<file path="config.mk">
export PLATFORM = sky130hd
export DESIGN_NAME = z80_core
export DESIGN_NICKNAME = d
export VERILOG_FILES = /design/src/source/z80_pkg.sv /design/src/source/instr_decoder.sv /design/src/source/insn_fetch.sv /design/src/source/register_file.sv /design/src/source/sequencer.sv /design/src/source/z80_core.sv
export SDC_FILE = /design/constraint.sdc
export NUM_CORES = 1
export LEC_CHECK = 0
export BUFFER_PORTS_ARGS = -buffer_cell sky130_fd_sc_hd__buf_4
export CAP_MARGIN = 20
export CORE_MARGIN = 4
export CORE_UTILIZATION = 45
export CTS_CLUSTER_SIZE = 25
export DETAILED_ROUTE_END_ITERATION = 16
export PLACE_DENSITY = 0.68
export RECOVER_POWER = 100
export SYNTH_ARGS = -nofsm -noshare
export SYNTH_HDL_FRONTEND = slang
export SYNTH_HIERARCHICAL = 1
export SYNTH_SLANG_ARGS = --single-unit
</file>
<file path="constraint.sdc">
create_clock -name clk -period 6.8 [get_ports clk]
set_clock_uncertainty 0.15 [all_clocks]
set_input_delay 0.34 -clock clk [delete_from_list [all_inputs] [get_ports clk]]
set_output_delay 0.34 -clock clk [all_outputs]
set_load 0.02 [all_outputs]
</file>
<file path="src/source/z80_pkg.sv">
package z80_pkg;

    parameter int addr_width = 16;
    parameter int data_width = 8;

    // Execution groups of the unprefixed load, exchange and stack instructions.
    typedef enum logic [4:0] {
        grp_nop,
        grp_ld_r_r,
        grp_ld_r_n,
        grp_ld_r_ind_hl,
        grp_ld_ind_hl_r,
        grp_ld_ind_hl_n,
        grp_ld_dd_nn,
        grp_ld_a_ind_nn,
        grp_ld_ind_nn_a,
        grp_ld_a_ind_bcde,
        grp_ld_ind_bcde_a,
        grp_ld_hl_ind_nn,
        grp_ld_ind_nn_hl,
        grp_ld_sp_hl,
        grp_push_qq,
        grp_pop_qq,
        grp_ex_de_hl
    } insn_group_t;

    // Byte selects match the r field of the opcode, F takes the (HL) slot.
    typedef enum logic [3:0] {
        reg_b  = 4'd0,
        reg_c  = 4'd1,
        reg_d  = 4'd2,
        reg_e  = 4'd3,
        reg_h  = 4'd4,
        reg_l  = 4'd5,
        reg_f  = 4'd6,
        reg_a  = 4'd7,
        reg_bc = 4'd8,
        reg_de = 4'd9,
        reg_hl = 4'd10,
        reg_sp = 4'd11,
        reg_af = 4'd12
    } reg_sel_t;

    typedef enum logic [1:0] {
        st_exec,
        st_step1,
        st_step2,
        st_step3
    } seq_state_t;

endpackage

</file>
<file path="src/source/instr_decoder.sv">
module instr_decoder import z80_pkg::*; (
    input  logic [data_width-1:0] opcode,
    output insn_group_t           group,
    output logic [1:0]            len
);

    logic [1:0] x;
    logic [2:0] y;
    logic [2:0] z;
    logic [1:0] p;
    logic       q;

    assign x = opcode[7:6];
    assign y = opcode[5:3];
    assign z = opcode[2:0];
    assign p = opcode[5:4];
    assign q = opcode[3];

    // Anything not listed below retires as a one-byte NOP, HALT included.
    always_comb begin
        group = grp_nop;
        len   = 2'd1;
        case (x)
            2'd0: begin
                if (z == 3'd1 && !q) begin
                    group = grp_ld_dd_nn;
                    len   = 2'd3;
                end else if (z == 3'd2 && !p[1]) begin
                    if (q)
                        group = grp_ld_a_ind_bcde;
                    else
                        group = grp_ld_ind_bcde_a;
                end else if (z == 3'd2) begin
                    len = 2'd3;
                    if (p[0] && q)
                        group = grp_ld_a_ind_nn;
                    else if (p[0])
                        group = grp_ld_ind_nn_a;
                    else if (q)
                        group = grp_ld_hl_ind_nn;
                    else
                        group = grp_ld_ind_nn_hl;
                end else if (z == 3'd6) begin
                    len = 2'd2;
                    if (y == 3'd6)
                        group = grp_ld_ind_hl_n;
                    else
                        group = grp_ld_r_n;
                end
            end
            2'd1: begin
                if (z == 3'd6 && y != 3'd6)
                    group = grp_ld_r_ind_hl;
                else if (y == 3'd6 && z != 3'd6)
                    group = grp_ld_ind_hl_r;
                else if (y != 3'd6)
                    group = grp_ld_r_r;
            end
            2'd3: begin
                if (z == 3'd1 && !q)
                    group = grp_pop_qq;
                else if (z == 3'd5 && !q)
                    group = grp_push_qq;
                else if (opcode == 8'hf9)
                    group = grp_ld_sp_hl;
                else if (opcode == 8'heb)
                    group = grp_ex_de_hl;
            end
            default: begin
                group = grp_nop;
            end
        endcase
    end

endmodule

</file>
<file path="src/source/insn_fetch.sv">
module insn_fetch import z80_pkg::*; #(
    parameter logic [addr_width-1:0] reset_address = '0
) (
    input  logic                   clk,
    input  logic                   reset,
    input  logic [data_width-1:0]  mem_data,
    input  logic                   byte_take,
    input  logic                   retire,
    output logic [addr_width-1:0]  pc,
    output logic [data_width-1:0]  opcode,
    output logic [15:0]            operand,
    output insn_group_t            group,
    output logic                   insn_complete
);

    logic [1:0]            count;
    logic [1:0]            len;
    logic [data_width-1:0] byte0;
    logic [data_width-1:0] byte1;
    logic [data_width-1:0] byte2;

    // The byte at the current count comes straight from the bus.
    assign opcode         = (count == 2'd0) ? mem_data : byte0;
    assign operand[7:0]   = (count == 2'd1) ? mem_data : byte1;
    assign operand[15:8]  = (count == 2'd2) ? mem_data : byte2;

    // Counts the byte being taken in this cycle as already collected.
    assign insn_complete = ({1'b0, count} + {2'b00, byte_take}) == {1'b0, len};

    instr_decoder i_decoder (
        .opcode (opcode),
        .group  (group),
        .len    (len)
    );

    always_ff @(posedge clk or posedge reset) begin
        if (reset) begin
            pc    <= reset_address;
            count <= 2'd0;
        end else if (retire) begin
            count <= 2'd0;
        end else if (byte_take) begin
            pc    <= pc + 16'd1;
            count <= count + 2'd1;
        end
    end

    always_ff @(posedge clk) begin
        if (byte_take) begin
            case (count)
                2'd0: byte0 <= mem_data;
                2'd1: byte1 <= mem_data;
                default: byte2 <= mem_data;
            endcase
        end
    end

endmodule

</file>
<file path="src/source/register_file.sv">
module register_file import z80_pkg::*; (
    input  logic        clk,
    input  logic        reset,
    input  reg_sel_t    rd1_sel,
    input  reg_sel_t    rd2_sel,
    input  logic        wr_en,
    input  reg_sel_t    wr_sel,
    input  logic [15:0] wr_data,
    input  logic        ex_de_hl,
    output logic [15:0] rd1_data,
    output logic [15:0] rd2_data
);

    // B, C, D, E, H, L, F, A in r-field order.
    logic [7:0][data_width-1:0] regs;
    logic [15:0]                sp;

    function automatic logic [15:0] read_sel(
        input reg_sel_t                   sel,
        input logic [7:0][data_width-1:0] r,
        input logic [15:0]                s
    );
        case (sel)
            reg_bc: read_sel = {r[reg_b], r[reg_c]};
            reg_de: read_sel = {r[reg_d], r[reg_e]};
            reg_hl: read_sel = {r[reg_h], r[reg_l]};
            reg_sp: read_sel = s;
            reg_af: read_sel = {r[reg_a], r[reg_f]};
            default: read_sel = {8'h00, r[sel[2:0]]};
        endcase
    endfunction

    assign rd1_data = read_sel(rd1_sel, regs, sp);
    assign rd2_data = read_sel(rd2_sel, regs, sp);

    always_ff @(posedge clk or posedge reset) begin
        if (reset) begin
            regs <= '0;
            sp   <= 16'h0000;
        end else if (ex_de_hl) begin
            regs[reg_d] <= regs[reg_h];
            regs[reg_e] <= regs[reg_l];
            regs[reg_h] <= regs[reg_d];
            regs[reg_l] <= regs[reg_e];
        end else if (wr_en) begin
            case (wr_sel)
                reg_bc: begin
                    regs[reg_b] <= wr_data[15:8];
                    regs[reg_c] <= wr_data[7:0];
                end
                reg_de: begin
                    regs[reg_d] <= wr_data[15:8];
                    regs[reg_e] <= wr_data[7:0];
                end
                reg_hl: begin
                    regs[reg_h] <= wr_data[15:8];
                    regs[reg_l] <= wr_data[7:0];
                end
                reg_sp: sp <= wr_data;
                reg_af: begin
                    regs[reg_a] <= wr_data[15:8];
                    regs[reg_f] <= wr_data[7:0];
                end
                default: regs[wr_sel[2:0]] <= wr_data[7:0];
            endcase
        end
    end

endmodule

</file>
<file path="src/source/sequencer.sv">
module sequencer import z80_pkg::*; (
    input  logic                  clk,
    input  logic                  reset,
    input  logic [data_width-1:0] mem_data,
    input  logic [addr_width-1:0] pc,
    input  logic [data_width-1:0] opcode,
    input  logic [15:0]           operand,
    input  insn_group_t           group,
    input  logic                  insn_complete,
    input  logic [15:0]           rd1_data,
    input  logic [15:0]           rd2_data,
    output logic [addr_width-1:0] addr,
    output logic                  read_mem,
    output logic                  write_mem,
    output logic [data_width-1:0] write_data,
    output logic                  done,
    output logic                  byte_take,
    output reg_sel_t              rd1_sel,
    output reg_sel_t              rd2_sel,
    output logic                  wr_en,
    output reg_sel_t              wr_sel,
    output logic [15:0]           wr_data,
    output logic                  ex_de_hl
);

    seq_state_t            state;
    seq_state_t            next_state;
    logic [addr_width-1:0] data_addr;
    logic [addr_width-1:0] next_data_addr;
    logic [data_width-1:0] data_lo;
    logic [data_width-1:0] next_data_lo;
    logic [data_width-1:0] next_wdata;
    logic                  next_read;
    logic                  next_write;
    logic                  next_take;
    logic                  finish;
    reg_sel_t              src_sel;
    reg_sel_t              dst_sel;
    reg_sel_t              dd_sel;
    reg_sel_t              qq_sel;
    reg_sel_t              bcde_sel;
    logic                  two_byte_pop;

    // The bus shows pc in the fetch and retire cycles, else the data address.
    assign addr = (state == st_exec) ? pc : data_addr;

    assign src_sel      = reg_sel_t'({1'b0, opcode[2:0]});
    assign dst_sel      = reg_sel_t'({1'b0, opcode[5:3]});
    assign dd_sel       = reg_sel_t'({2'b10, opcode[5:4]});
    assign two_byte_pop = (group == grp_pop_qq);

    always_comb begin
        qq_sel   = dd_sel;
        bcde_sel = reg_bc;
        if (opcode[5:4] == 2'b11)
            qq_sel = reg_af;
        if (opcode[4])
            bcde_sel = reg_de;
    end

    always_comb begin
        next_state     = state;
        next_read      = 1'b0;
        next_write     = 1'b0;
        next_take      = 1'b0;
        next_data_addr = data_addr;
        next_wdata     = write_data;
        next_data_lo   = data_lo;
        rd1_sel        = reg_hl;
        rd2_sel        = reg_a;
        wr_en          = 1'b0;
        wr_sel         = dst_sel;
        wr_data        = rd1_data;
        ex_de_hl       = 1'b0;
        finish         = 1'b0;
        if (done || (state == st_exec && !insn_complete)) begin
            next_read = 1'b1;
            next_take = 1'b1;
        end else begin
            case (group)
                grp_ld_r_r: begin
                    rd1_sel = src_sel;
                    wr_en   = 1'b1;
                    finish  = 1'b1;
                end
                grp_ld_r_n: begin
                    wr_en   = 1'b1;
                    wr_data = {8'h00, operand[7:0]};
                    finish  = 1'b1;
                end
                grp_ld_dd_nn: begin
                    wr_en   = 1'b1;
                    wr_sel  = dd_sel;
                    wr_data = operand;
                    finish  = 1'b1;
                end
                grp_ld_sp_hl: begin
                    wr_en  = 1'b1;
                    wr_sel = reg_sp;
                    finish = 1'b1;
                end
                grp_ex_de_hl: begin
                    ex_de_hl = 1'b1;
                    finish   = 1'b1;
                end
                grp_ld_r_ind_hl, grp_ld_a_ind_nn, grp_ld_a_ind_bcde: begin
                    if (group == grp_ld_a_ind_bcde)
                        rd1_sel = bcde_sel;
                    if (state == st_exec) begin
                        next_data_addr = (group == grp_ld_a_ind_nn) ? operand : rd1_data;
                        next_read      = 1'b1;
                        next_state     = st_step1;
                    end else begin
                        wr_en   = 1'b1;
                        wr_data = {8'h00, mem_data};
                        finish  = 1'b1;
                        if (group != grp_ld_r_ind_hl)
                            wr_sel = reg_a;
                    end
                end
                grp_ld_ind_hl_r, grp_ld_ind_hl_n, grp_ld_ind_nn_a, grp_ld_ind_bcde_a: begin
                    if (group == grp_ld_ind_bcde_a)
                        rd1_sel = bcde_sel;
                    if (group == grp_ld_ind_hl_r)
                        rd2_sel = src_sel;
                    if (state == st_exec) begin
                        next_data_addr = (group == grp_ld_ind_nn_a) ? operand : rd1_data;
                        next_wdata = (group == grp_ld_ind_hl_n) ? operand[7:0] : rd2_data[7:0];
                        next_write = 1'b1;
                        next_state = st_step1;
                    end else begin
                        finish = 1'b1;
                    end
                end
                // Both read the low byte first and the high byte at the next address.
                grp_ld_hl_ind_nn, grp_pop_qq: begin
                    rd1_sel = two_byte_pop ? reg_sp : reg_hl;
                    case (state)
                        st_exec: begin
                            next_data_addr = two_byte_pop ? rd1_data : operand;
                            next_read      = 1'b1;
                            next_state     = st_step1;
                        end
                        st_step1: begin
                            next_data_lo   = mem_data;
                            next_data_addr = data_addr + 16'd1;
                            next_read      = 1'b1;
                            next_state     = st_step2;
                            wr_en          = two_byte_pop;
                            wr_sel         = reg_sp;
                            wr_data        = rd1_data + 16'd2;
                        end
                        default: begin
                            wr_en   = 1'b1;
                            wr_sel  = two_byte_pop ? qq_sel : reg_hl;
                            wr_data = {mem_data, data_lo};
                            finish  = 1'b1;
                        end
                    endcase
                end
                grp_ld_ind_nn_hl: begin
                    case (state)
                        st_exec: begin
                            next_data_addr = operand;
                            next_wdata     = rd1_data[7:0];
                            next_write     = 1'b1;
                            next_state     = st_step1;
                        end
                        st_step1: begin
                            next_data_addr = operand + 16'd1;
                            next_wdata     = rd1_data[15:8];
                            next_write     = 1'b1;
                            next_state     = st_step2;
                        end
                        default: finish = 1'b1;
                    endcase
                end
                grp_push_qq: begin
                    rd1_sel = reg_sp;
                    rd2_sel = qq_sel;
                    case (state)
                        st_exec: begin
                            next_data_addr = rd1_data - 16'd1;
                            next_wdata     = rd2_data[15:8];
                            next_write     = 1'b1;
                            next_state     = st_step1;
                        end
                        st_step1: begin
                            next_data_addr = rd1_data - 16'd2;
                            next_wdata     = rd2_data[7:0];
                            next_write     = 1'b1;
                            next_state     = st_step2;
                        end
                        default: begin
                            wr_en   = 1'b1;
                            wr_sel  = reg_sp;
                            wr_data = rd1_data - 16'd2;
                            finish  = 1'b1;
                        end
                    endcase
                end
                default: finish = 1'b1;
            endcase
        end
        if (finish) begin
            next_state = st_exec;
            next_read  = 1'b1;
        end
    end

    always_ff @(posedge clk or posedge reset) begin
        if (reset) begin
            state     <= st_exec;
            read_mem  <= 1'b1;
            write_mem <= 1'b0;
            done      <= 1'b0;
            byte_take <= 1'b0;
        end else begin
            state     <= next_state;
            read_mem  <= next_read;
            write_mem <= next_write;
            done      <= finish;
            byte_take <= next_take;
        end
    end

    always_ff @(posedge clk) begin
        data_addr  <= next_data_addr;
        write_data <= next_wdata;
        data_lo    <= next_data_lo;
    end

endmodule

</file>
<file path="src/source/z80_core.sv">
module z80_core import z80_pkg::*; #(
    parameter logic [addr_width-1:0] reset_address = '0
) (
    input  logic                  clk,
    input  logic                  reset,
    input  logic [data_width-1:0] mem_data,
    output logic [addr_width-1:0] addr,
    output logic                  read_mem,
    output logic                  write_mem,
    output logic [data_width-1:0] write_data,
    output logic                  done
);

    logic [addr_width-1:0] pc;
    logic [data_width-1:0] opcode;
    logic [15:0]           operand;
    insn_group_t           group;
    logic                  insn_complete;
    logic                  byte_take;
    reg_sel_t              rd1_sel;
    reg_sel_t              rd2_sel;
    reg_sel_t              wr_sel;
    logic [15:0]           rd1_data;
    logic [15:0]           rd2_data;
    logic [15:0]           wr_data;
    logic                  wr_en;
    logic                  ex_de_hl;

    insn_fetch #(
        .reset_address (reset_address)
    ) i_fetch (
        .clk           (clk),
        .reset         (reset),
        .mem_data      (mem_data),
        .byte_take     (byte_take),
        .retire        (done),
        .pc            (pc),
        .opcode        (opcode),
        .operand       (operand),
        .group         (group),
        .insn_complete (insn_complete)
    );

    sequencer i_sequencer (
        .clk           (clk),
        .reset         (reset),
        .mem_data      (mem_data),
        .pc            (pc),
        .opcode        (opcode),
        .operand       (operand),
        .group         (group),
        .insn_complete (insn_complete),
        .rd1_data      (rd1_data),
        .rd2_data      (rd2_data),
        .addr          (addr),
        .read_mem      (read_mem),
        .write_mem     (write_mem),
        .write_data    (write_data),
        .done          (done),
        .byte_take     (byte_take),
        .rd1_sel       (rd1_sel),
        .rd2_sel       (rd2_sel),
        .wr_en         (wr_en),
        .wr_sel        (wr_sel),
        .wr_data       (wr_data),
        .ex_de_hl      (ex_de_hl)
    );

    register_file i_regs (
        .clk      (clk),
        .reset    (reset),
        .rd1_sel  (rd1_sel),
        .rd2_sel  (rd2_sel),
        .wr_en    (wr_en),
        .wr_sel   (wr_sel),
        .wr_data  (wr_data),
        .ex_de_hl (ex_de_hl),
        .rd1_data (rd1_data),
        .rd2_data (rd2_data)
    );

endmodule

</file>
==> impl_metrics.json <==
{
  "avgSynthCellArea_sq_um": 8.79,
  "hold_path.class": "in -> reg",
  "design.die.area_sq_um": 33200,
  "ys_warn_count": 6,
  "synth_top_family_by_area": "simple AND/OR/NAND/NOR gates",
  "cp.depth": 25,
  "cp_max_fo": 11,
  "syn_inst": 1553,
  "worst-path-buf-inv": 5,
  "cts_tree": "done",
  "crit_top_cell": "inv_1",
  "overflow": 0,
  "avgViaCountPerCell": 6.88,
  "ys_ff_latch": 160,
  "root_buffer": "clkbuf_16",
  "drt-pass1-iter-count": 7,
  "antenna_cells": 0,
  "fin_cells": 1975,
  "finalHoldViolations": 0,
  "clock-sinks": 160,
  "fmax_mhz": 153,
  "wl_per_cell_um": 26.4,
  "final_nets": 1598,
  "drt_iter0_drc": 1964,
  "hold-path-cell-count": 1,
  "clk_latency_ps": 450,
  "hpwl_um": 36800,
  "core-area_sq_um": 29800,
  "slowest_stage": "mux4_2",
  "synth_fa_ha_area_share_pct": 1.47,
  "worst_pin_slew_ps": 3920,
  "grtUsageTotal_pct": 31.0,
  "synth.area.top_cells": "dfrtp_1 19%, edfxtp_1 12%, nand2_1 6.3%",
  "grt_pass1_vias": 13100,
  "vias": 13600,
  "synth-xor-area-share_pct": 3.65,
  "crit_family": "simple AND/OR/NAND/NOR gates",
  "drc": 0,
  "fillCellCount": 2796,
  "synth_edf_count": 56,
  "ir_drop_uv": 229,
  "grt_pass1_wl_um": 79800,
  "clkTransAtPathRegs_ps": 70,
  "rsz0062_at_grt": "true",
  "gp_congestion": 1.03,
  "synthToLayoutAreaGrowth_pct": 11.8,
  "cp-end-kind": "flip-flop",
  "synthSimpleGateAreaFrac_pct": 21.2,
  "ys_seq_area_share_pct": 31.4,
  "fp.dieH_um": 182,
  "cpPeakStageDelay_ps": 500,
  "final_common_cell": "nand2_1",
  "antenna_found_initial": 0,
  "wl_um": 52100,
  "h-tree-depth": 4,
  "drive_above_1_share_pct": 18.9,
  "maxCapViolCount": 1,
  "synth-compound-area-share_pct": 21.2,
  "cp-start-kind": "flip-flop",
  "relSlewSlack_pct": -161,
  "cp.arrival_ps": 6690,
  "crit_required_ps": 6970,
  "finalSetupTns_ps": 0,
  "start_util_pct": 45.8,
  "period_needed_ps": 6520,
  "cts_made_buffers": 17,
  "power_mw": 8.60,
  "grt_max_degree": 81,
  "placedCellCount": 1935,
  "synthArstFlopShare_pct": 65.0,
  "whs_ps": 40.3,
  "violations": "capacitance limit, slew limit",
  "layout_common_cells": "230 x nand2_1, 106 x buf_4, 103 x dfrtp_1, 97 x o21ai_0, 73 x a21oi_1",
  "clk_path_buf_depth": 2,
  "synth_fp_nets": 1579,
  "ff_latch_area_sq_um": 4290,
  "critPathKind": "reg -> reg",
  "finalCritPeriodShare_pct": 95.9,
  "r2r_cells": 25,
  "io_buffers": 36,
  "p_per_area_nw_per_um2": 563,
  "ys_types": 93,
  "die_w_um": 182,
  "finalSetupViolations": 0,
  "status": "finished with violations",
  "multi_input_area_sq_um": 8740,
  "ys.flop_type": "dfrtp_1",
  "fp-row-count": 63,
  "synth.area.mux_share_pct": 15.8,
  "synth_top_area_cell": "dfrtp_1",
  "netlist_area_sq_um": 13600,
  "synth_top_area_share_pct": 18.9,
  "final_antenna_net_count": 0,
  "fin_util_pct": 51.2,
  "io_pins": 37,
  "drv_slew": 71,
  "p_leak_nw": 6.02
}
[where the power goes]
group / internal (mW) / total, mW / switching, mW / leakage, nW
Clock: 0.542 / 0.979 / 0.436 / 0.283
Sequential: 1.43 / 1.76 / 0.330 / 1.91
Combinational: 2.10 / 5.86 / 3.76 / 3.82
[cell type report]
cell class,count,share of cell area [%]
Multi-Input combinational cell,1214,57.3
Sequential cell,160,28.1
Timing Repair Buffer,136,6.64
Tap cell,390,3.20
Clock buffer,19,2.84
Inverter,43,1.07
Clock inverter,13,0.918
[metrics by stage]
step | worst slack (ps) | area (sq um)
2_1_floorplan | 64.3 | 13600
4_1_cts | 10.1 | 15200
3_3_place_gp | 191 | 14600
3_5_place_dp | 4.57 | 14600
6_report | 280 | 15300
5_1_grt | -49.4 | 15300
[layer usage]
metal	part of all wire, %	wire, um	GRT usage [%]	vias to the layer above
met1	37	19500	39.2	6526
met4	7.7	3990	20.8	0
met5	0	0	0	-
li1	-	-	-	5915
met3	10	5410	7.12	232
met2	45	23200	47.4	913
[registers in the layout (all words and copies together), names as in the netlist]
signal,cells
i_regs/regs,64
i_fetch/pc,16
i_regs/sp,16
i_sequencer/data_addr,16
i_fetch/byte0,8
i_fetch/byte1,8
i_fetch/byte2,8
i_sequencer/data_lo,8
i_sequencer/write_data,8
i_fetch/count,2
i_sequencer/state,2
i_sequencer/byte_take,1
i_sequencer/done,1
i_sequencer/read_mem,1
i_sequencer/write_mem,1
[path summary, 6_finish.rpt]
check | start | to | slack (ps)
worst max-delay path | i_fetch/count[0] | i_regs/regs[34] | 280
worst min-delay path | mem_data[5] | i_sequencer/data_lo[5] | 40
worst max register to register | i_fetch/count[0] | i_regs/regs[34] | 280
worst min register to register | i_fetch/pc[15] | i_fetch/pc[15] | 340
max in group asynchronous | reset | i_regs/regs[47] | 1840
min in group asynchronous | reset | i_sequencer/byte_take | 250
[cells by family after synthesis]
| group | after synthesis |
|---|---|
| and+or+nand+nor | 557 |
| DFF | 160 |
| adders and majority gates | 16 |
| xor gates and xnor gates | 56 |
| muxes | 164 |
| buffers and inverters | 179 |
| AOI/OAI and AO/OA | 421 |
[cell usage after synthesis, drive strengths merged, types with 12 or more instances]
| cell type | number |
|---|---|
| nand2 | 230 |
| o21ai | 108 |
| dfrtp | 103 |
| clkbuf | 84 |
| a21oi | 74 |
| nor2 | 71 |
| mux2 | 66 |
| mux2i | 64 |
| edfxtp | 56 |
| buf | 52 |
| nand3 | 49 |
| inv | 43 |
| a22oi | 38 |
| nor3 | 36 |
| a222oi | 34 |
| mux4 | 34 |
| xnor2 | 33 |
| nor2b | 24 |
| xor2 | 23 |
| nand2b | 19 |
| o22ai | 19 |
| a31oi | 18 |
| a211oi | 17 |
| nand4 | 17 |
| ha | 16 |
| o211ai | 16 |
| or3 | 15 |
| nor4 | 14 |
| nor3b | 12 |
| o221ai | 12 |
[repair_timing]
action	CTS	global route
resized for setup	1	13
hold endpoints to repair	26	0
endpoints found under the setup margin	4	42
hold buffers	2	0
setup buffers	0	1
pin swaps	0	3
gates cloned	0	1
Power figures use the tool's default switching activity.
